<file path="config.mk">
export PLATFORM = sky130hd
export DESIGN_NAME = rx_frame_status
export DESIGN_NICKNAME = d
export VERILOG_FILES = /design/src/design/rx_link_pkg.sv /design/src/design/rx_frame_status.sv
export SDC_FILE = /design/constraint.sdc
export NUM_CORES = 1
export LEC_CHECK = 0
export BUFFER_PORTS_ARGS = -buffer_cell sky130_fd_sc_hd__buf_2
export CAP_MARGIN = 20
export CORE_MARGIN = 2
export CORE_UTILIZATION = 40
export DETAILED_ROUTE_END_ITERATION = 10
export GPL_TIMING_DRIVEN = 0
export PLACE_DENSITY = 0.63
export SLEW_MARGIN = 20
export SYNTH_ARGS = -nofsm -noshare
export SYNTH_HDL_FRONTEND = slang
export SYNTH_SLANG_ARGS = --single-unit
</file>
<file path="constraint.sdc">
create_clock -name clk -period 2.15 [get_ports clk]
set_clock_uncertainty 0.15 [all_clocks]
set_input_delay 0.43 -clock clk [delete_from_list [all_inputs] [get_ports clk]]
set_output_delay 0.43 -clock clk [all_outputs]
set_load 0.02 [all_outputs]
</file>
<file path="src/design/rx_link_pkg.sv">
package rx_link_pkg;

  typedef logic [7:0]  byte_t;       // one link byte
  typedef logic [10:0] buf_addr_t;   // sized for the largest buffer
  typedef logic [11:0] frame_len_t;  // holds 2048
  typedef logic [15:0] crc_t;
  typedef logic [15:0] frame_cnt_t;

  localparam crc_t CRC_POLY = 16'h1021;  // ccitt
  localparam crc_t CRC_INIT = 16'hffff;

  // frame sequencer in rx_link_control
  typedef enum logic [2:0] {
    idle,
    first_byte,
    settle,
    wait_byte,
    byte_gap
  } link_state_t;

endpackage

</file>
<file path="src/design/rx_frame_status.sv">
`timescale 1ns/1ps

module rx_frame_status (
  input  logic                    clk,
  input  logic                    reset,
  input  logic                    crc_init,
  input  logic                    crc_en,
  input  logic                    crc_end,
  input  rx_link_pkg::crc_t       crc_value,
  output logic                    frame_valid,
  output rx_link_pkg::frame_len_t frame_len,
  output logic                    crc_ok,
  output rx_link_pkg::frame_cnt_t frame_count
);
  import rx_link_pkg::*;

  frame_len_t byte_cnt;

  always_ff @(posedge clk or posedge reset)
  begin
    if (reset)
    begin
      byte_cnt    <= '0;
      frame_valid <= 1'b0;
      frame_count <= '0;
    end
    else
    begin
      frame_valid <= crc_end;  // one cycle after crc_end
      if (crc_init)
        byte_cnt <= '0;
      else if (crc_en)
        byte_cnt <= byte_cnt + 1'b1;
      if (crc_end)
        frame_count <= frame_count + 1'b1;
    end
  end

  // results held until the next frame ends
  always_ff @(posedge clk)
  begin
    if (crc_end)
    begin
      frame_len <= byte_cnt;
      crc_ok    <= (crc_value == '0);  // residue over data and crc bytes
    end
  end

endmodule

</file>
After elaboration in Yosys (flattened, before gate mapping)

Cells that the tools add are included.

$add $sub $neg: 2
Muxes and demuxes: 2
Reduce and logical (&&, ||, !) cells: 2

Operator list:

| cell                  | number |
|---|---|
| $mux 12               | 2 |
| $add 16x1->16 const B | 1 |
| $logic_not 16->1      | 1 |
| $add 12x1->12 const B | 1 |
| $reduce_bool 2->1     | 1 |

Flip-flop bits (word level): 42

Depth between registers and ports, before layout

Depth in word-level cells: 3
Mapped depth: 5

Least setup slack after synthesis

No wires, ideal clock.

Kind: register -> register
Start: register frame_count[2]
End: register frame_count[11]
Arrival: 1325 ps
Path slack: 596 ps
Buffers on the path: 0
Cell stages (with the launch flop): 5
Cell sequence: dfrtp_1 nand4_2 or3_4 nor2_2 xor2_1

Word-level cells in the longest chain between the ends: 1

Ends and longest elaborated chain:

| item                     | line                  | text |
|---|---|---|
| start: declaration       | rx_frame_status.sv:13 | `output rx_link_pkg::frame_cnt_t frame_count` |
| start signal: assignment | rx_frame_status.sv:35 | `frame_count <= frame_count + 1'b1;` |
| $add 16x1->16            | rx_frame_status.sv:35 |  |

Every way passes these cells.
A chain may end at the register's enable or synchronous reset.

Worst setup path in the final report

Start: register byte_cnt[0]
End: register byte_cnt[10]

Word-level cells in the longest chain between the ends: 3

Ends and longest elaborated chain:

| item                     | line                  | text |
|---|---|---|
| start: declaration       | rx_frame_status.sv:17 | `frame_len_t byte_cnt;` |
| start signal: assignment | rx_frame_status.sv:33 | `byte_cnt <= byte_cnt + 1'b1;` |
| $add 12x1->12            | rx_frame_status.sv:33 |  |
| $mux 12                  | rx_frame_status.sv:32 | `else if (crc_en)` |
| $mux 12                  | rx_frame_status.sv:30 | `if (crc_init)` |

Every way passes these cells. The select of a mux whose other input is x is not followed.

==> summary.txt <==
Final Hold Viols - 0
post-layout total power - 2.05 mW
fillers - 364
initial antenna violation count - 0
TritonCTS clock tree - yes
Yosys cell types - 25
DR WL met2 - 1490 µm
worst hold path class - input port to asynchronous set/reset pin
number of iterations in the first detailed-routing pass - 4
number of clock sinks seen by CTS - 42
Critical Path End Type - register
clock root buffer - sky130_fd_sc_hd__clkbuf_8
wire length of the first global-routing pass - 5510 µm
sum of net half-perimeters after detailed placement - 2260 µm
worst-margin pin slew - 0.591 ns
cells taking the most area after synthesis - sky130_fd_sc_hd__dfrtp_1 (42%), sky130_fd_sc_hd__edfxtp_1 (23%), sky130_fd_sc_hd__xnor2_1 (9.1%)
setup repair after global routing missed its margin - false
post-synthesis to final-layout area growth - 25.8%
Final Critical Period - 1.73 ns
Final ANT Viol Nets - 0
Slew Limit Fails - 0
first-iteration detailed-routing DRC count - 85
worst relative slew slack - 0.606
XOR/XNOR Fraction of Synth Area - 0.117
synthesized-area fraction occupied by adder cells - 0.0145
detail-routed net length per standard cell - 12.7 µm
top cells by instance count after synthesis - sky130_fd_sc_hd__dfrtp_1 (29), sky130_fd_sc_hd__xnor2_1 (18), sky130_fd_sc_hd__nor2_1 (14)
primary flip-flop cell chosen by synthesis mapping - sky130_fd_sc_hd__dfrtp_1
number of nets in the final layout - 215
Post-Place Cell Area - 2040 µm²
input/output buffers - 50
hold slack final - 0.0483 ns
type of element launching the critical path - register
critical path arrival - 1.74 ns
max-cap violations - 0
mapped cell area - 1730 µm²
post-synthesis compound-gate area fraction - 0.0398
data required time of the critical path - 2.16 ns
DRC violation count after routing - 0
async set-reset flop share out of synthesis - 0.690
kind of cell with the highest combined delay on the critical path - simple AND/OR/NAND/NOR gates
register-to-register setup slack - 0.42 ns
CP Launch Point - byte_cnt[0]
sum of overflow across all layers after global routing - 0
final RePlAce weighted congestion - 0.776
Power per Cell Area - 944 nW/µm²
total of hold buffers inserted after clock tree synthesis - 0
share of the synthesized area in the top cell type - 0.420
highest metal layer used by the detailed router - met4
Resized cells post-CTS - 0
H-tree depth - 2
Post-Synthesis Cells - 135
overall die area - 4860 µm²
worst slack, placed - 0.111 ns
fraction of layout cells with a size suffix above 1 - 0.337
count of buffers added by post-CTS timing repair for setup - 0
I/O Pins - 51
startpoint of the most critical register-to-register path - byte_cnt[0]
cell with the biggest individual delay on the critical path - sky130_fd_sc_hd__dfrtp_1
kind of critical path - register to register
starting utilization of the core area - 0.423
met3 WL post-DR - 200 µm
slowest cell delay on critical path - 0.45 ns
number of global-route vias before repair - 1220
status - complete, no violations
share of the clock period used by the worst path - 0.806
achievable clock frequency - 0.577 GHz
Post-synth EDFFs - 13
DP Cell Count - 235
clock latency on the worst-skew pair - 0.29 ns
x dimension of the die - 69.7 µm
WP buf/inv - 0
via count of the routed design - 1223
IR Drop Worst-Case VDD - 0.000712 V
Net Count, Synth - 158
sequential cell area fraction in the yosys report - 0.646
ratio of routed vias to standard cells - 5.03
Setup Total Neg Slack - 0 ns
Clock transition at path regs - 0.08 ns
library cell occupying the most area in the post-synthesis netlist - sky130_fd_sc_hd__dfrtp_1
filler-free cell count of the finished design - 243
largest net degree at the start of global routing - 30
count of state elements after synthesis - 42
synthesized-area fraction occupied by and/or/nand/nor cells - 0.160
area inside the core boundary - 4090 µm²
die height - 69.7 µm
num rows - 23
worst-path maximum fanout - 5
ordered cell list for the critical path - ha_1 -> o211ai_2 -> nor4_1 -> xnor2_1 -> nor2_1
syn avg cell area - 12.8 µm²
final instance area - 2170 µm²
diode count - 0
Num CTS Buffers - 5
Clock Tree Buf Depth - 2
post-layout worst setup margin - 0.416 ns
Routed WL - 3080 µm
leakage power - 0.981 nW
library cell with the highest instance count after synthesis - sky130_fd_sc_hd__dfrtp_1
detailed-route wire length on metal 1 - 1340 µm
total setup violations reported at the end of the flow - 0
mux share of post-synthesis cell area - 0.0123
fraction of the core area covered by cells at the end of the flow - 0.532
count of synthesis-stage warnings from yosys - 0
largest family of logic cells by synthesized area - simple AND/OR/NAND/NOR gates
global-route usage over all layers - 0.141
-- cell usage in the layout (no fill, tap or decap), drive strengths merged, types with 2 or more instances in the layout --
cell type  instances
nor3               3
clkbuf             6
nand3              5
nor4               6
bufinv             2
a21oi              3
inv                4
nand4              7
nand2             12
edfxtp            13
ha                 2
dfrtp             29
xnor2             18
buf               50
o21ai              3
nor2              15
xor2               5
or3                4
-- metal layers --
layer	global-route usage	up-vias
met1	0.169	588
met2	0.237	44
li1	-	585
met4	0.0513	0
met3	0.0451	6
met5	0	-
-- state kept, by name (all words and copies together), names as in the netlist --
| signal | flops |
|---|---|
| frame_count | 16 |
| crc_ok | 1 |
| byte_cnt | 12 |
| frame_valid | 1 |
| frame_len | 12 |
-- path summary, 6_finish.rpt --
path	to	cells after the start
setup / recovery	byte_cnt[10]	5
hold / removal	byte_cnt[7]	2
setup reg to reg	byte_cnt[10]	5
hold reg to reg	frame_count[15]	1
max in group asynchronous	frame_count[7]	2
min in group clk	byte_cnt[6]	2
-- cell type report --
| type | count | area [µm²] | share of cell area |
|---|---|---|---|
| well taps | 50 | 62.6 | 0.0288 |
| plain buffers | 1 | 3.75 | 0.00173 |
| inverters | 4 | 15.0 | 0.00691 |
| repair buffers | 50 | 250 | 0.115 |
| multi-input cells | 88 | 593 | 0.273 |
| flip-flops and latches | 42 | 1120 | 0.514 |
| clock buffers | 5 | 68.8 | 0.0317 |
| clock inverters | 3 | 63.8 | 0.0294 |
-- report_power, final --
group | switching, mW | internal, mW
logic | 0.206 | 0.132
registers | 0.0964 | 0.903
clock network | 0.255 | 0.459
-- logic make-up after synthesis --
kind of cell | Yosys count
AO/OA/AOI/OAI | 8
multiplexers | 2
adder cells (fa/ha/maj) | 2
buffers and inverters | 5
XOR/XNOR | 23
AND/OR/NAND/NOR | 53
flip-flops | 42
No activity file was read; power rests on OpenSTA's default activity.
