### config.mk
export PLATFORM = sky130hd
export DESIGN_NAME = rx_bit_deserializer
export DESIGN_NICKNAME = d
export VERILOG_FILES = /design/src/design/rx_link_pkg.sv /design/src/design/rx_bit_deserializer.sv
export SDC_FILE = /design/constraint.sdc
export NUM_CORES = 1
export LEC_CHECK = 0
export ABC_AREA = 1
export BUFFER_PORTS_ARGS = -buffer_cell sky130_fd_sc_hd__buf_2
export CAP_MARGIN = 25
export CORE_ASPECT_RATIO = 1.25
export CORE_UTILIZATION = 40
export CTS_CLUSTER_SIZE = 24
export DETAILED_ROUTE_END_ITERATION = 16
export PLACE_DENSITY = 0.69
export SKIP_CTS_REPAIR_TIMING = 1
export SLEW_MARGIN = 20
export SYNTH_ARGS = -nofsm -noshare
export SYNTH_HDL_FRONTEND = slang
export SYNTH_SLANG_ARGS = --single-unit
### constraint.sdc
create_clock -name clk -period 2 [get_ports clk]
set_input_delay 0.2 -clock clk [delete_from_list [all_inputs] [get_ports clk]]
set_output_delay 0.2 -clock clk [all_outputs]
set_load 0.02 [all_outputs]
### src/design/rx_link_pkg.sv
package rx_link_pkg;

  typedef logic [7:0]  byte_t;       // one link byte
  typedef logic [10:0] buf_addr_t;   // sized for the largest buffer
  typedef logic [11:0] frame_len_t;  // holds 2048
  typedef logic [15:0] crc_t;
  typedef logic [15:0] frame_cnt_t;

  localparam crc_t CRC_POLY = 16'h1021;  // ccitt
  localparam crc_t CRC_INIT = 16'hffff;

  // frame sequencer in rx_link_control
  typedef enum logic [2:0] {
    idle,
    first_byte,
    settle,
    wait_byte,
    byte_gap
  } link_state_t;

endpackage

### src/design/rx_bit_deserializer.sv
`timescale 1ns/1ps

module rx_bit_deserializer (
  input  logic               clk,
  input  logic               reset,
  input  logic               bit_in,
  input  logic               bit_valid,
  input  logic               frame_gate,
  input  logic               rx_en,
  input  logic               rx_start,
  output logic               fram,
  output logic               rdy,
  output rx_link_pkg::byte_t data,
  output logic               done
);
  import rx_link_pkg::*;

  logic [6:0] shift_q;
  logic [2:0] bit_cnt;
  logic [2:0] cnt_base;
  logic       active;
  logic       take_bit;
  logic       byte_end;
  logic       gate_fall;

  assign take_bit  = bit_valid && rx_en && frame_gate;
  assign gate_fall = fram && !frame_gate;
  assign cnt_base  = rx_start ? 3'd0 : bit_cnt;  // start wins over a stale count
  assign byte_end  = take_bit && (cnt_base == 3'd7);

  always_ff @(posedge clk or posedge reset)
  begin
    if (reset)
    begin
      fram    <= 1'b0;
      rdy     <= 1'b0;
      bit_cnt <= 3'd0;
      active  <= 1'b0;
      done    <= 1'b0;
    end
    else
    begin
      fram <= frame_gate;
      rdy  <= byte_end;  // one cycle after the eighth bit

      if (gate_fall)
        bit_cnt <= 3'd0;  // partial byte is dropped
      else if (take_bit)
        bit_cnt <= cnt_base + 3'd1;
      else if (rx_start)
        bit_cnt <= 3'd0;

      if (rx_start)
      begin
        active <= 1'b1;
        done   <= 1'b0;
      end
      else if (gate_fall && active)
      begin
        active <= 1'b0;
        done   <= 1'b1;  // held until the next start
      end
    end
  end

  // shift path, msb first
  always_ff @(posedge clk)
  begin
    if (take_bit)
      shift_q <= {shift_q[5:0], bit_in};
    if (byte_end)
      data <= {shift_q, bit_in};  // stable until next byte
  end

endmodule

# [Yosys cells after proc, flatten, opt, wreduce, memory -nomap -nowiden]
# Cells that the tools add are included.
[word_totals] register_bits=22 in_bits=7 out_inout_bits=11 elab_cells=23
[op_classes] reduce_logical=7 mux=7 addsub=1 eq_ne=1
[op_table] cell="$mux W3" count=3
[op_table] cell="$logic_and A1 B1 Y1" count=5
[op_table] cell="$mux W1" count=4
[op_table] cell="$add A3 B1 Y3 const B" count=1
[op_table] cell="$eq A3 B3 Y1 const B" count=1
[op_table] cell="$reduce_bool A2 Y1" count=1
[op_table] cell="$logic_not A1 Y1" count=1

# [Longest topological paths before layout]
[depth] depth_word=5 ltp_mapped=7 mapped_depth_nobuf=7

# [Worst setup path before layout]
# Ideal clock, no wire load.
[synth_path] path_kind="register -> register" startpoint="register bit_cnt[0]" endpoint="register data[0] (enable)" path_slack_ns=0.498 period_less_slack_ns=1.502 path_buffers=0 setup_time_ns=0.373 stages_incl_launch_ff=7 required_time_ns=1.627 arrival_time_ns=1.128 cell_sequence="dfrtp_1 -> nand2_1 -> inv_1 -> ha_1 -> ha_1 -> inv_1 -> nor2_1"
[synth_via] elab_chain_len=3
[synth_rtl] item="start: declaration" line="rx_bit_deserializer.sv:19" text="logic [2:0] bit_cnt;"
[synth_rtl] item="start signal: assignment" line="rx_bit_deserializer.sv:49" text="bit_cnt <= cnt_base + 3'd1;"
[synth_rtl] item="$mux W3"
[synth_rtl] item="$eq A3 B3 Y1" line="rx_bit_deserializer.sv:29" text="assign byte_end = take_bit && (cnt_base == 3'd7);"
[synth_rtl] item="$logic_and A1 B1 Y1" line="rx_bit_deserializer.sv:29"
[synth_rtl] item="named net byte_end" line="rx_bit_deserializer.sv:23" text="logic byte_end;"
[synth_rtl] item="end signal: assignment" line="rx_bit_deserializer.sv:72" text="data <= {shift_q, bit_in};"
[synth_rtl] item="end: declaration" line="rx_bit_deserializer.sv:13" text="output rx_link_pkg::byte_t data,"
# The timed path passes the listed nets, and every way through them passes these cells.
# A chain may end at the register's enable or synchronous reset.

# [Final worst setup path]
[layout_path] startpoint="register bit_cnt[0]" endpoint="register data[7] (enable)"
# The elaborated chain is that of the path after synthesis.

==> flow_summary_export.csv <==
group,metric,value,unit
run_status,status,"finished, final reports clean",
clock_tree,htreeDepth,1,
route,wl_met2,483,um
global_route,grt_usage,12.0,%
setup_path,cpPeakStageDelay,0.37,ns
yosys,synth_area,783,um2
clock_tree,clock_latency,0.30,ns
setup_path,cp-end-kind,"flip-flop",
power,netSwitchingPower,0.149,mW
yosys,yosysTopAreaCell,"edfxtp_1",
final_layout,mostFrequentLayoutCell,"buf_2",
yosys,netlist-cell-type-count,11,
yosys,ys_seq_area_share,79.9,%
sta,setup_viol,0,
setup_path,arrival,1.44,ns
setup_path,required,2.06,ns
placement,port_buffers,17,
sta,finalMaxSlewViolations,0,
setup_path,crit_fanout,9,
floorplan,ioPinCount,18,
final_layout,drive_gt1_share,30.8,%
sta,rsz0062_at_grt,"false",
power,pwr-share-seq,68.0,%
final_layout,num-fill-cells,151,
power,peakVddDrop,0.453,mV
route,highest_layer,"met4",
route,wl_per_cell,10.6,um
sta,max_freq,725,MHz
final_layout,area_growth,19.5,%
setup_path,slowest_stage,"dfrtp_1",
sta,worst_slack,0.620,ns
floorplan,die_h,51.5,um
floorplan,core_area,0.00181,mm2
sta,finalCriticalPeriod,1.38,ns
power,clkPwrFrac,26.9,%
route,drt_iter0_drc,8,
route,dr_wl_met3,40,um
yosys,synth.net_count,64,
global_route,grt_first_pass_wirelength,1.83,mm
clock_tree,cts_tree,"built",
final_layout,final_core_util,51.8,%
route,postRouteAntennaNets,0,
clock_tree,clk_path_buf_depth,2,
final_layout,layout_common_cells,"17 x buf_2, 15 x edfxtp_1, 11 x nand2_1, 8 x inv_1",
floorplan,start_util,43.3,%
clock_tree,clk_pin_slew,0.10,ns
final_layout,n_antenna_cell,0,
worst_hold_path,min_path_type,"in -> reg",
yosys,syn_area_per_cell,14.2,um2
route,dr.pass1.iters,4,
sta,slew_headroom,82.3,%
sta,skew,0.00845,ns
setup_path,cp-start-kind,"flip-flop",
job,maxCapViolations,0,
clock_tree,cts_made_buffers,3,
placement,detailed_place_hpwl,745,um
power,cellPowerDensity,786,mW/mm2
route,vias,434,
floorplan,die_w,41.6,um
yosys,synth_top_area_share,57.5,%
yosys,yosys-top-cells-area,"edfxtp_1 58%, dfrtp_1 22%, nand2_1 5.3%",
sta,finalHoldViolations,0,
setup_path,path_buf_inv,3,
route,drc,0,
setup_path,cp_cell_sequence,"nand2_1, inv_1, ha_1, ha_1, inv_1, nor2_1, buf_4",
route,via_per_inst,4.47,
final_layout,nNetsFinal,88,
clock_tree,cts_sinks,22,
floorplan,dieArea,0.00214,mm2
sta,period_share,69.0,%
setup_path,worstSetupPathType,"reg -> reg",
clock_tree,cts-root-buf,"clkbuf_4",
floorplan,std_cell_rows,17,
global_route,grt_pass1_vias,441,
power,power.total,0.736,mW
global_route,grt_overflow_total,0,
global_route,antenna_found_initial,0,
route,routed_wl,1.03,mm
power,internal_power,0.587,mW
power,comb_power_share,5.1,%
placement,gp_congestion,0.739,
route,drt-met1-wl,494,um
yosys,synth_seq_cells,22,
setup_path,path_delay_family,"adder cells",
placement,place_ws,0.579,ns
global_route,grt_max_degree,13,
power,p_leak,0.461,nW
yosys,synth_warnings,0,
sta,worstMarginPinSlew,0.266,ns
sta,setup_tns,0,ns
yosys,syn-instance-count,55,
power,p_sw_share,20.2,%
logic make-up after synthesis:
| group | Yosys count | share of synthesized area, % |
|---|---|---|
| AND/OR/NAND/NOR | 21 | 12.0 |
| buffers and inverters | 9 | 4.31 |
| flip-flops | 22 | 79.9 |
| adder cells (fa/ha/maj) | 2 | 3.19 |
| AO/OA/AOI/OAI | 1 | 0.638 |
flip-flops by register name, indices dropped and copies added (netlist names):
name	cells
fram	1
rdy	1
data	8
shift_q	7
bit_cnt	3
active	1
done	1
cells in the mapped netlist, drive strengths merged:
cell type and number:
edfxtp 15, nand2 12, inv 9, dfrtp 7
nor2 7, ha 2, nand3 2, a21oi 1
power groups by stage:
stage               combinational (mW)  clock [mW]  sequential (mW)
floorplan                       0.0198           0            0.512
global placement                0.0361           0            0.510
detailed placement              0.0368           0            0.510
CTS                             0.0370       0.205            0.500
global route                    0.0443       0.221            0.502
finish                          0.0377       0.198            0.500
area by class of cell:
class	count	area, um2	share of cell area (%)
clock buffer	4	26.3	2.81
tap	19	23.8	2.54
inverter	9	33.8	3.61
timing repair buffer	19	103	11.0
multi-input combinational	24	124	13.2
sequential	22	626	66.8
layer usage:
layer / vias up / GRT usage [%]
met5: - / 0
met4: 0 / 9.68
met3: 2 / 2.12
met2: 10 / 18.5
met1: 198 / 14.7
li1: 224 / -
worst register-to-register path: cells and delay by family, from the launching register on:
kind                     cells  cell delay (ns)
adder cells (fa/ha/maj)      2             0.38
buffers and inverters        3             0.27
AND/OR/NAND/NOR              2             0.14
flip-flops                   1             0.37
through the flow:
stage	cells	area (um2)	hold slack, ns
6_report	97	936	0.0447
3_3_place_gp	92	900	0.142
2_1_floorplan	55	783	0.00340
5_1_grt	97	936	0.0374
4_1_cts	96	926	-0.195
3_5_place_dp	92	900	0.136
path summary, 6_finish.rpt:
| path | start | cells past startpoint | endpoint | slack, ns |
|---|---|---|---|---|
| min in group asynchronous | reset | 3 | rdy | 0.36 |
| hold / removal | frame_gate | 1 | fram | 0.04 |
| hold reg to reg | shift_q[6] | 0 | data[7] | 0.43 |
| max in group asynchronous | reset | 3 | fram | 1.44 |
| setup / recovery | bit_cnt[0] | 7 | data[7] | 0.62 |
| setup reg to reg | bit_cnt[0] | 7 | data[7] | 0.62 |
Note: power is estimated with default switching activity, not from simulation.
