<file path="src/design/rx_link_pkg.sv">
package rx_link_pkg;

  typedef logic [7:0]  byte_t;       // one link byte
  typedef logic [10:0] buf_addr_t;   // sized for the largest buffer
  typedef logic [11:0] frame_len_t;  // holds 2048
  typedef logic [15:0] crc_t;
  typedef logic [15:0] frame_cnt_t;

  localparam crc_t CRC_POLY = 16'h1021;  // ccitt
  localparam crc_t CRC_INIT = 16'hffff;

  // frame sequencer in rx_link_control
  typedef enum logic [2:0] {
    idle,
    first_byte,
    settle,
    wait_byte,
    byte_gap
  } link_state_t;

endpackage

</file>
<file path="src/design/crc16_ccitt.sv">
`timescale 1ns/1ps

module crc16_ccitt (
  input  logic               clk,
  input  logic               reset,
  input  logic               crc_init,
  input  logic               crc_en,
  input  rx_link_pkg::byte_t data,
  output rx_link_pkg::crc_t  crc_value
);
  import rx_link_pkg::*;

  // one byte through the register, msb first
  function automatic crc_t crc_fold(crc_t crc_in, byte_t din);
    crc_t r;
    r = crc_in ^ {din, 8'h00};
    for (int i = 0; i < 8; i++)
    begin
      if (r[15])
        r = (r << 1) ^ CRC_POLY;
      else
        r = r << 1;
    end
    return r;
  endfunction

  always_ff @(posedge clk or posedge reset)
  begin
    if (reset)
      crc_value <= CRC_INIT;
    else if (crc_init)
      crc_value <= CRC_INIT;
    else if (crc_en)
      crc_value <= crc_fold(crc_value, data);  // no final xor
  end

endmodule

</file>
<file path="config.mk">
export PLATFORM = sky130hd
export DESIGN_NAME = crc16_ccitt
export DESIGN_NICKNAME = d
export VERILOG_FILES = /design/src/design/rx_link_pkg.sv /design/src/design/crc16_ccitt.sv
export SDC_FILE = /design/constraint.sdc
export NUM_CORES = 1
export LEC_CHECK = 0
export BUFFER_PORTS_ARGS = -buffer_cell sky130_fd_sc_hd__buf_2
export CORE_MARGIN = 10
export CORE_UTILIZATION = 44
export DETAILED_ROUTE_END_ITERATION = 7
export PLACE_DENSITY = 0.69
export SETUP_SLACK_MARGIN = 0.15
export SYNTH_ARGS = -nofsm -noshare
export SYNTH_HDL_FRONTEND = slang
export SYNTH_SLANG_ARGS = --single-unit
export TNS_END_PERCENT = 30
</file>
<file path="constraint.sdc">
create_clock -name clk -period 1.6 [get_ports clk]
set_input_delay 0.24 -clock clk [delete_from_list [all_inputs] [get_ports clk]]
set_output_delay 0.24 -clock clk [all_outputs]
set_load 0.02 [all_outputs]
</file>
* Word level (Yosys, flattened, before mapping)
Cells that the tools add are included.
** Word-level totals
- Memory bits (read-only) :: 0
- Memories :: 0
- Latch bits :: 0
- Word-level logic and storage cells :: 35
- RAM bits :: 0
- Register bits :: 16
** Operators by class
- Multiplexer cells :: 24
- Add/sub/neg operators :: 0
- Bitwise operators :: 9
- Reduce and logical (&&, ||, !) cells :: 1
- Magnitude comparators :: 0
- Shifts and indexed selects :: 0
- Multiply operators :: 0
- Eq/ne operators :: 0
- Div/mod/pow operators :: 0
** Operators by type and width (count)
- two-way mux 16 bit :: 16
- two-way mux 13 bit :: 8
- NOT 3 bit :: 8
- XOR 16 bit :: 1
- nonzero test 2 bit :: 1

* Depth between registers and ports, before layout
Gate-level depths: netlist (run 1).
- Depth after elaboration :: 33
- Gate-level depth with buffers :: 5

* Least setup slack after synthesis (run 1)
Ideal clock, no wire load.
- Path kind :: register -> register
- Start :: register crc_value[14]
- End :: register crc_value[14]
- Slack :: 86 ps
- Stages on the path, launching flop included :: 4
- Required time :: 1521 ps
- Library setup time :: 79 ps
- Data arrival time :: 1436 ps
- Cell sequence :: dfstp_2 xor2_2 xor3_4 o21ai_0
** Between the ends
- Cells in the longest elaborated chain, start to end :: 19
** RTL lines
- start, declared :: line crc16_ccitt.sv:9 : output rx_link_pkg::crc_t crc_value
- start signal, assigned :: line crc16_ccitt.sv:34 : crc_value <= crc_fold(crc_value, data);
- XOR 16 bit :: line crc16_ccitt.sv:16 : r = crc_in ^ {din, 8'h00};
- two-way mux 16 bit :: line crc16_ccitt.sv:33 : else if (crc_en)
- two-way mux 16 bit :: line crc16_ccitt.sv:31 : else if (crc_init)
- two-way mux 13 bit :: line crc16_ccitt.sv:19 : if (r[15])
- two-way mux 16 bit :: line crc16_ccitt.sv:33
- two-way mux 16 bit :: line crc16_ccitt.sv:31
- two-way mux 16 bit :: line crc16_ccitt.sv:33
- two-way mux 16 bit :: line crc16_ccitt.sv:31
- [... 3 more ...]
- two-way mux 16 bit :: line crc16_ccitt.sv:31
- two-way mux 13 bit :: line crc16_ccitt.sv:19
- two-way mux 16 bit :: line crc16_ccitt.sv:33
- two-way mux 16 bit :: line crc16_ccitt.sv:31
- two-way mux 16 bit :: line crc16_ccitt.sv:33
- two-way mux 16 bit :: line crc16_ccitt.sv:31
- two-way mux 16 bit :: line crc16_ccitt.sv:33
- two-way mux 16 bit :: line crc16_ccitt.sv:31
Every way passes these cells. The select of a mux whose other input is x is not followed.
A chain may end at the register's enable or synchronous reset.

* Worst setup path in the final report (run 1)
- Start :: register crc_value[15]
- End :: register crc_value[7]
** Between the ends
- Cells in the longest elaborated chain, start to end :: 26
** RTL lines (line)
- XOR 16 bit (*) :: crc16_ccitt.sv:16
- two-way mux 13 bit (*) :: crc16_ccitt.sv:19
- two-way mux 16 bit (*) :: crc16_ccitt.sv:33
- two-way mux 16 bit (*) :: crc16_ccitt.sv:31
- two-way mux 13 bit (*) :: crc16_ccitt.sv:19
- two-way mux 16 bit (*) :: crc16_ccitt.sv:33
- two-way mux 16 bit (*) :: crc16_ccitt.sv:31
- two-way mux 13 bit (*) :: crc16_ccitt.sv:19
- [... 10 more ...]
- two-way mux 16 bit (*) :: crc16_ccitt.sv:33
- two-way mux 16 bit (*) :: crc16_ccitt.sv:31
- two-way mux 13 bit (*) :: crc16_ccitt.sv:19
- two-way mux 16 bit (*) :: crc16_ccitt.sv:33
- two-way mux 16 bit (*) :: crc16_ccitt.sv:31
- two-way mux 13 bit (*) :: crc16_ccitt.sv:19
- two-way mux 16 bit (*) :: crc16_ccitt.sv:33
- two-way mux 16 bit (*) :: crc16_ccitt.sv:31
Every way passes the cells marked *; elsewhere a longest branch is shown, timed or not. The select of a mux whose other input is x is not followed.

==> qor.log, run 1 <==
INFO  cells_and_area final_net_count=128
INFO  power          vdd_drop_max=0.0007186V
INFO  synth          synth_top_cell_area_share=40.78%
INFO  synth          synth.distinct_cells=18
INFO  clocking       latest_clock_arrival_within_the_worst_skew_pair=270ps
INFO  global_routing first_global_vias=756
INFO  clocking       tritoncts=yes
INFO  placement      cell_area_after_placement=0.001212mm^2
INFO  synth          postSynthNetCount=93
INFO  sta            slew_headroom=59.65%
INFO  cells_and_area layout.cells.most_common_list=27 x sky130_fd_sc_hd__buf_2, 16 x sky130_fd_sc_hd__dfstp_2, 8 x sky130_fd_sc_hd__xnor3_1, 8 x sky130_fd_sc_hd__buf_4
INFO  cells_and_area largest_register_ff_count=16
INFO  placement      dp_cells=132
INFO  sta            rsz_0062_raised_after_global_routing=yes
INFO  cells_and_area antenna-diode-count=0
INFO  clocking       numCtsBuffers=3
INFO  hold_path      worstHoldPathType=in2reg
INFO  route          wirelength_per_cell=14.93um
INFO  clocking       cts-root-buf=sky130_fd_sc_hd__clkbuf_4
INFO  setup_path     timing_worst_setup_path_type=reg2reg
INFO  route          totalWireLength=2135um
INFO  floorplanning  die_area=0.004679mm^2
INFO  synth          synth_sequential_area_ratio=40.78%
INFO  sta            max_transition_viols_final=0
INFO  route          detail_route.wirelength.met1=972um
INFO  flow_run       cap_violations=0
INFO  placement      port_buf_inserts=27
INFO  sta            worst_slack=148.8ps
INFO  clocking       clkSlewWorstSetupHoldPaths=100ps
INFO  setup_path     critical_path.cell_chain=xnor2_4 > xnor3_1 > a21oi_1
INFO  route          route.met3.wl=168um
INFO  global_routing remaining_overflow_grt=0
INFO  global_routing grt_max_degree=18
INFO  setup_path     crit_fanout=4
INFO  power          powerDensity=1250mW/mm^2
INFO  synth          instance_count_of_the_mapped_netlist=81
INFO  setup_path     timing.critical_path.slowest_stage_cell=sky130_fd_sc_hd__dfstp_2
INFO  route          routed_via_density=4.958
INFO  floorplanning  core.rowCount=17
INFO  cells_and_area fin_util=59.84%
INFO  floorplanning  coreArea=0.002212mm^2
INFO  floorplanning  chipHeight=68.41um
INFO  sta            final.period_utilization=90.70%
INFO  outcome        outcome=finished clean
INFO  route          top_layer=met4
INFO  route          final_antenna_net_count=0
INFO  synth          synth_top_cell_by_area=sky130_fd_sc_hd__dfstp_2
INFO  setup_path     critical_path.max_stage_delay=620ps
INFO  setup_path     critical-path-top-delay-family=flip-flops
INFO  setup_path     worstPathArrival=1660ps
INFO  sta            timing.fmax=689.1MHz
INFO  route          drt-pass1-iter-count=3
INFO  sta            timing.final.hold_violations=0
INFO  cells_and_area layout_commonest_cell=sky130_fd_sc_hd__buf_2
INFO  sta            fin_crit=1451ps
INFO  synth          postSynthRegisterBits=16
INFO  clocking       cts-htree-levels=1
INFO  setup_path     timing.critical_path.required=1810ps
INFO  cells_and_area final_layout_size_suffix_gt1_share=53.91%
INFO  cells_and_area largestRegisters=crc_value: 16 flops
INFO  power          static_leak=0.6073nW
INFO  cells_and_area largest_register=crc_value
INFO  synth          synth.top_cells.by_area=sky130_fd_sc_hd__dfstp_2 41%, sky130_fd_sc_hd__xnor3_1 17%, sky130_fd_sc_hd__a211o_1 5.9%, sky130_fd_sc_hd__xnor2_1 5.9%, sky130_fd_sc_hd__nor2b_1 4.2%
INFO  sta            setup_tns_after_final_layout=0ps
INFO  synth          yosysWarningCount=0
INFO  synth          synth_area=0.001031mm^2
INFO  route          violation_count_after_the_first_detailed_route_iteration=13
INFO  placement      detailed_place_hpwl=1625um
INFO  setup_path     worstPathBufferInverterCount=0
INFO  clocking       clock_path_buffers=2
INFO  setup_path     cp-start-kind=flop
INFO  route          route.vias.total=709
INFO  global_routing grt_util_all_layers=9.278%
INFO  floorplanning  chipWidth=68.41um
INFO  setup_path     worst_setup_path_end_kind=flop
INFO  global_routing grt_first_pass_wirelength=3360um
INFO  clocking       tritoncts_num_sinks=16
INFO  floorplanning  io_pins=28
INFO  floorplanning  initial_core_util=46.61%
INFO  placement      gp_congestion=0.6800
INFO  sta            skew=1.529ps
INFO  route          met2_length=987um
INFO  sta            max_slew.worst_pin.slew=604.6ps
INFO  cells_and_area stdcell_count=143
INFO  cells_and_area finalInstanceArea=0.001324mm^2
INFO  route          detail_route.drc_violations=0
INFO  synth          synth.avg_cell_area=12.73um^2
INFO  global_routing antenna_violations_before_repair=0
INFO  cells_and_area layout-area-overhead-vs-synth=28.40%
INFO  sta            final-setup-viol-count=0
INFO  placement      place_worst_setup_slack=109.1ps
[area by class of cell]
class | instances | area, um^2
inverter | 2 | 7.507
tap | 28 | 35.03
sequential | 16 | 420.4
fill | 199 | 888.4
clock buffer | 4 | 36.28
multi-input combinational | 58 | 629.4
timing repair buffer | 35 | 195.2
[synth_stat cells]
cell type                   n
sky130_fd_sc_hd__nor3_1     3
sky130_fd_sc_hd__xor3_4     1
sky130_fd_sc_hd__o21bai_1   1
sky130_fd_sc_hd__dfstp_2   16
sky130_fd_sc_hd__xnor2_2    1
sky130_fd_sc_hd__inv_1      2
sky130_fd_sc_hd__xor2_2     2
sky130_fd_sc_hd__clkbuf_1   4
sky130_fd_sc_hd__xnor2_4    1
sky130_fd_sc_hd__o21ai_0    5
sky130_fd_sc_hd__nor2_1     3
sky130_fd_sc_hd__xor2_1     4
sky130_fd_sc_hd__buf_1      1
sky130_fd_sc_hd__nor2b_1    7
sky130_fd_sc_hd__a21oi_1    8
sky130_fd_sc_hd__xnor3_1    8
sky130_fd_sc_hd__a211o_1    7
sky130_fd_sc_hd__xnor2_1    7
[path summary, 6_finish.rpt]
kind | from | end | slack (ps) | cells past startpoint
min in group asynchronous | reset | crc_value[13] | 370 | 2
max | crc_value[15] | crc_value[7] | 150 | 3
min reg2reg | crc_value[4] | crc_value[4] | 550 | 2
min | crc_en | crc_value[10] | 280 | 2
max reg2reg | crc_value[15] | crc_value[7] | 150 | 3
max in group asynchronous | reset | crc_value[5] | 1200 | 2
[kinds of logic (layout without fill, tap and decap cells)]
kind of cell | Yosys count | count (layout) | share of synthesized area, %
buf+inv | 7 | 41 | 2.548
flops | 16 | 16 | 40.78
compound gates | 21 | 21 | 12.99
simple gates | 13 | 13 | 6.795
xor+xnor | 24 | 24 | 36.89
[worst reg2reg max path, stage by stage (launching register included)]
cell and delay, ps:
sky130_fd_sc_hd__dfstp_2 620, sky130_fd_sc_hd__xnor2_4 170, sky130_fd_sc_hd__xnor3_1 430, sky130_fd_sc_hd__a21oi_1 160
[report_power, final]
group / switching [mW] / internal (mW) / leakage (nW)
sequential: 0.0781 / 0.523 / 0.169
combinational: 0.329 / 0.462 / 0.418
clock: 0.124 / 0.138 / 0.0210
[stage by stage]
step | total power, mW | hold slack [ps]
6_report | 1.655 | 281.7
2_1_floorplan | 1.165 | 454.5
3_3_place_gp | 1.309 | 525.1
4_1_cts | 1.608 | 275.5
5_1_grt | 1.754 | 287.3
3_5_place_dp | 1.325 | 526.0
[per-layer routing]
metal | vias to the layer above | global-route usage, %
met5 | - | 0
met4 | 0 | 1.508
met3 | 2 | 3.426
met2 | 19 | 16.24
met1 | 343 | 10.67
li1 | 345 | -
[repair_timing]
action,CTS,global route
hold buffers,0,0
pin swaps,1,6
hold endpoints to repair,0,0
resized for setup,1,4
buffers inserted,2,5
setup endpoints to repair,5,7
No activity file was read; power rests on OpenSTA's default activity.
==> run 2, diff against run 1 <==
- CAP_MARGIN: not set -> 20
- CORE_UTILIZATION: 44 -> 38
- PLACE_DENSITY: 0.69 -> not set
==> run 2 against run 1 <==
Via count stayed put. Non-clock buffer count is 3 lower. Hold slack worse by 17 ps. Count of clock-buffer cells in the layout is 1 lower. Sequential cell count stayed put. Critical path depth stayed put. Global-route usage is 1.1 points lower. Sequential power hardly changed. Utilization is 9.1 points lower.
==> qor.log, run 2 (synthesized netlist as in run 1, its figures left out) <==
INFO  global_routing globalRouteMet1Util=10.22% [-0.45 points]
INFO  cells_and_area final_net_count=125 [-2.3%]
INFO  sta            max_slew.worst_pin.slew=634.4ps [+29.78 ps]
INFO  sta            timing.hold.ws=264.4ps [-17.31 ps]
INFO  setup_path     worst_setup_path_end_kind=flop
INFO  clocking       cts_hold_buffers=0 [unchanged]
INFO  sta            final-setup-viol-count=0 [unchanged]
INFO  power          static_leak=0.5845nW [-3.8%]
INFO  clocking       cts-htree-levels=1 [unchanged]
INFO  cells_and_area layout_commonest_cell=sky130_fd_sc_hd__buf_2
INFO  global_routing grt_max_degree=18 [unchanged]
INFO  route          wirelength_per_cell=15.36um [+2.9%]
INFO  sta            fin_crit=1433ps [-17.77 ps]
INFO  sta            timing.final.hold_violations=0 [unchanged]
INFO  power          vdd_drop_max=0.0006295V [-12%]
INFO  setup_path     crit_fanout=5 [+1]
INFO  sta            rsz_0062_raised_after_global_routing=yes
INFO  cells_and_area antenna-diode-count=0 [unchanged]
INFO  cells_and_area layout.cells.most_common_list=27 x sky130_fd_sc_hd__buf_2, 16 x sky130_fd_sc_hd__dfstp_2, 8 x sky130_fd_sc_hd__xnor3_1
INFO  route          detail_route.drc_violations=0 [unchanged]
INFO  flow_run       cap_violations=0 [unchanged]
INFO  setup_path     worstPathArrival=1650ps [about the same]
INFO  sta            final.period_utilization=89.59% [-1.1 points]
INFO  cells_and_area largestRegisters=crc_value: 16 flops
INFO  cells_and_area layout-area-overhead-vs-synth=24.03%
INFO  route          route.vias.total=709 [unchanged]
INFO  placement      detailed_place_hpwl=1589um [-2.2%]
INFO  setup_path     r2r_end=crc_value[7]
INFO  power          pwr-share-seq=38.3% [+2.0 points]
INFO  setup_path     critical_path.reg2reg.startpoint=crc_value[14]
INFO  sta            skew=1.104ps [-0.4241 ps]
INFO  route          final_antenna_net_count=0 [unchanged]
INFO  global_routing grt_busiest_layer=met2
INFO  cells_and_area largest_register_ff_count=16 [unchanged]
INFO  setup_path     timing_worst_setup_path_type=reg2reg
INFO  clocking       clock_path_buffers=2 [unchanged]
INFO  cells_and_area largest_register=crc_value
INFO  setup_path     cp-start-kind=flop
INFO  route          routed_via_density=5.028 [+1.4%]
INFO  placement      port_buf_inserts=27 [unchanged]
INFO  floorplanning  die_area=0.005196mm^2 [+11%]
INFO  sta            setup_tns_after_final_layout=0ps [unchanged]
INFO  power          net_switching_power=515.1uW [-3.1%]
INFO  route          totalWireLength=2166um [+1.5%]
INFO  global_routing grt_first_pass_wirelength=3436um [+2.3%]
INFO  clocking       tritoncts=yes
INFO  global_routing remaining_overflow_grt=0 [unchanged]
INFO  hold_path      hold-path-endpoint=crc_value[10]
INFO  cells_and_area stdcell_count=141 [-1.4%]
INFO  power          power.share.combinational=48.2% [+0.4 points]
INFO  clocking       numCtsBuffers=3 [unchanged]
INFO  setup_path     reg2reg_setup_slack=170ps [+20 ps]
INFO  hold_path      holdCritStartpoint=crc_en
INFO  floorplanning  initial_core_util=40.87% [-5.7 points]
INFO  route          violation_count_after_the_first_detailed_route_iteration=33 [+20]
INFO  floorplanning  core.rowCount=18 [+1]
INFO  power          switching_share=32.97% [+0.87 points]
INFO  clocking       latest_clock_arrival_within_the_worst_skew_pair=280ps [about the same]
INFO  power          powerDensity=1222mW/mm^2 [-2.3%]
INFO  clocking       cts-root-buf=sky130_fd_sc_hd__clkbuf_4
INFO  global_routing first_global_vias=715 [-5.4%]
INFO  floorplanning  io_pins=28 [unchanged]
INFO  global_routing grt_util_all_layers=8.156% [-1.1 points]
INFO  floorplanning  coreArea=0.002522mm^2 [+14%]
INFO  global_routing use_met3=3.673% [+0.25 points]
INFO  sta            max_transition_viols_final=0 [unchanged]
INFO  placement      gp_congestion=0.6727 [-1.1%]
INFO  hold_path      worstHoldPathType=in2reg
INFO  route          drt-pass1-iter-count=4 [+1]
INFO  power          cell_internal_pwr=1.047mW [-6.8%]
INFO  setup_path     timing.critical_path.required=1820ps [about the same]
INFO  placement      dp_cells=134 [+1.5%]
INFO  clocking       clkSlewWorstSetupHoldPaths=90ps [about the same]
INFO  power          clockPowerShare=13.6% [-2.3 points]
INFO  hold_path      holdPathStages=2 [unchanged]
INFO  global_routing met2_usage=11.86% [-4.4 points]
INFO  sta            timing.fmax=697.6MHz [+1.2%]
INFO  floorplanning  chipHeight=72.09um [+5.4%]
INFO  setup_path     depth_of_the_worst_register_to_register_path=3 [unchanged]
INFO  floorplanning  chipWidth=72.09um [+5.4%]
INFO  outcome        outcome=finished clean
INFO  global_routing antenna_violations_before_repair=0 [unchanged]
INFO  clocking       tritoncts_num_sinks=16 [unchanged]
INFO  sta            slew_headroom=57.66% [-2.0 points]
INFO  cells_and_area final_layout_size_suffix_gt1_share=52.25% [-1.7 points]
==> run 2: cell types whose count changed in the layout (fill, tap and decap cells not counted), sizes merged <==
cell	change
clkbuf	-1
buf	-3
==> run 2: area by class of cell <==
class                      instances  area, um^2
clock buffer                       3       22.52
fill                             240        1244
inverter                           2       7.507
multi-input combinational         58       618.1
sequential                        16       420.4
tap                               30       37.54
timing repair buffer              32       172.7
==> run 2: worst max-delay path by stage <==
stage	startpoint	depth (start not counted)	end
after floorplan	crc_value[14]	3	crc_value[6]
after global placement	crc_value[14]	3	crc_value[14]
after detailed placement	crc_value[14]	3	crc_value[14]
after CTS	crc_value[14]	3	crc_value[14]
after global routing	crc_value[15]	3	crc_value[15]
final	crc_value[14]	3	crc_value[7]
==> run 2: metal layers <==
metal  up-vias  routed length [um]
met2        24                 925
met5         -                   0
met3         4                 180
met1       346                1035
li1        335                   -
met4         0                  24
==> run 2: critical path: stages (launching register included) <==
cell	delay, ps
sky130_fd_sc_hd__dfstp_2	590
sky130_fd_sc_hd__xor2_4	210
sky130_fd_sc_hd__xnor3_1	410
sky130_fd_sc_hd__a21oi_1	150
==> run 2: power groups by stage <==
stage / combinational [mW] / sequential (mW) / clock (mW)
2_1_floorplan: 0.480 / 0.685 / 0
3_3_place_gp: 0.714 / 0.599 / 0
3_5_place_dp: 0.719 / 0.605 / 0
4_1_cts: 0.745 / 0.599 / 0.224
5_1_grt: 0.812 / 0.611 / 0.232
6_report: 0.752 / 0.598 / 0.212
==> run 2: timing repair <==
action                     in CTS  in global routing
hold endpoints to repair        0                  0
pin swaps                       2                  2
gates resized for setup         0                  3
setup buffers                   3                  1
setup endpoints to repair       4                  9
==> run 2: through the flow <==
stage,setup slack [ps],cell area [um^2],utilization (%),total power [mW]
floorplan,125.9,1054,-,1.165
global placement,146.4,1215,48.16,1.314
detailed placement,120.6,1215,48.16,1.324
CTS,131.7,1260,49.95,1.568
global route,94.53,1279,50.69,1.655
finish,166.6,1279,50.69,1.562
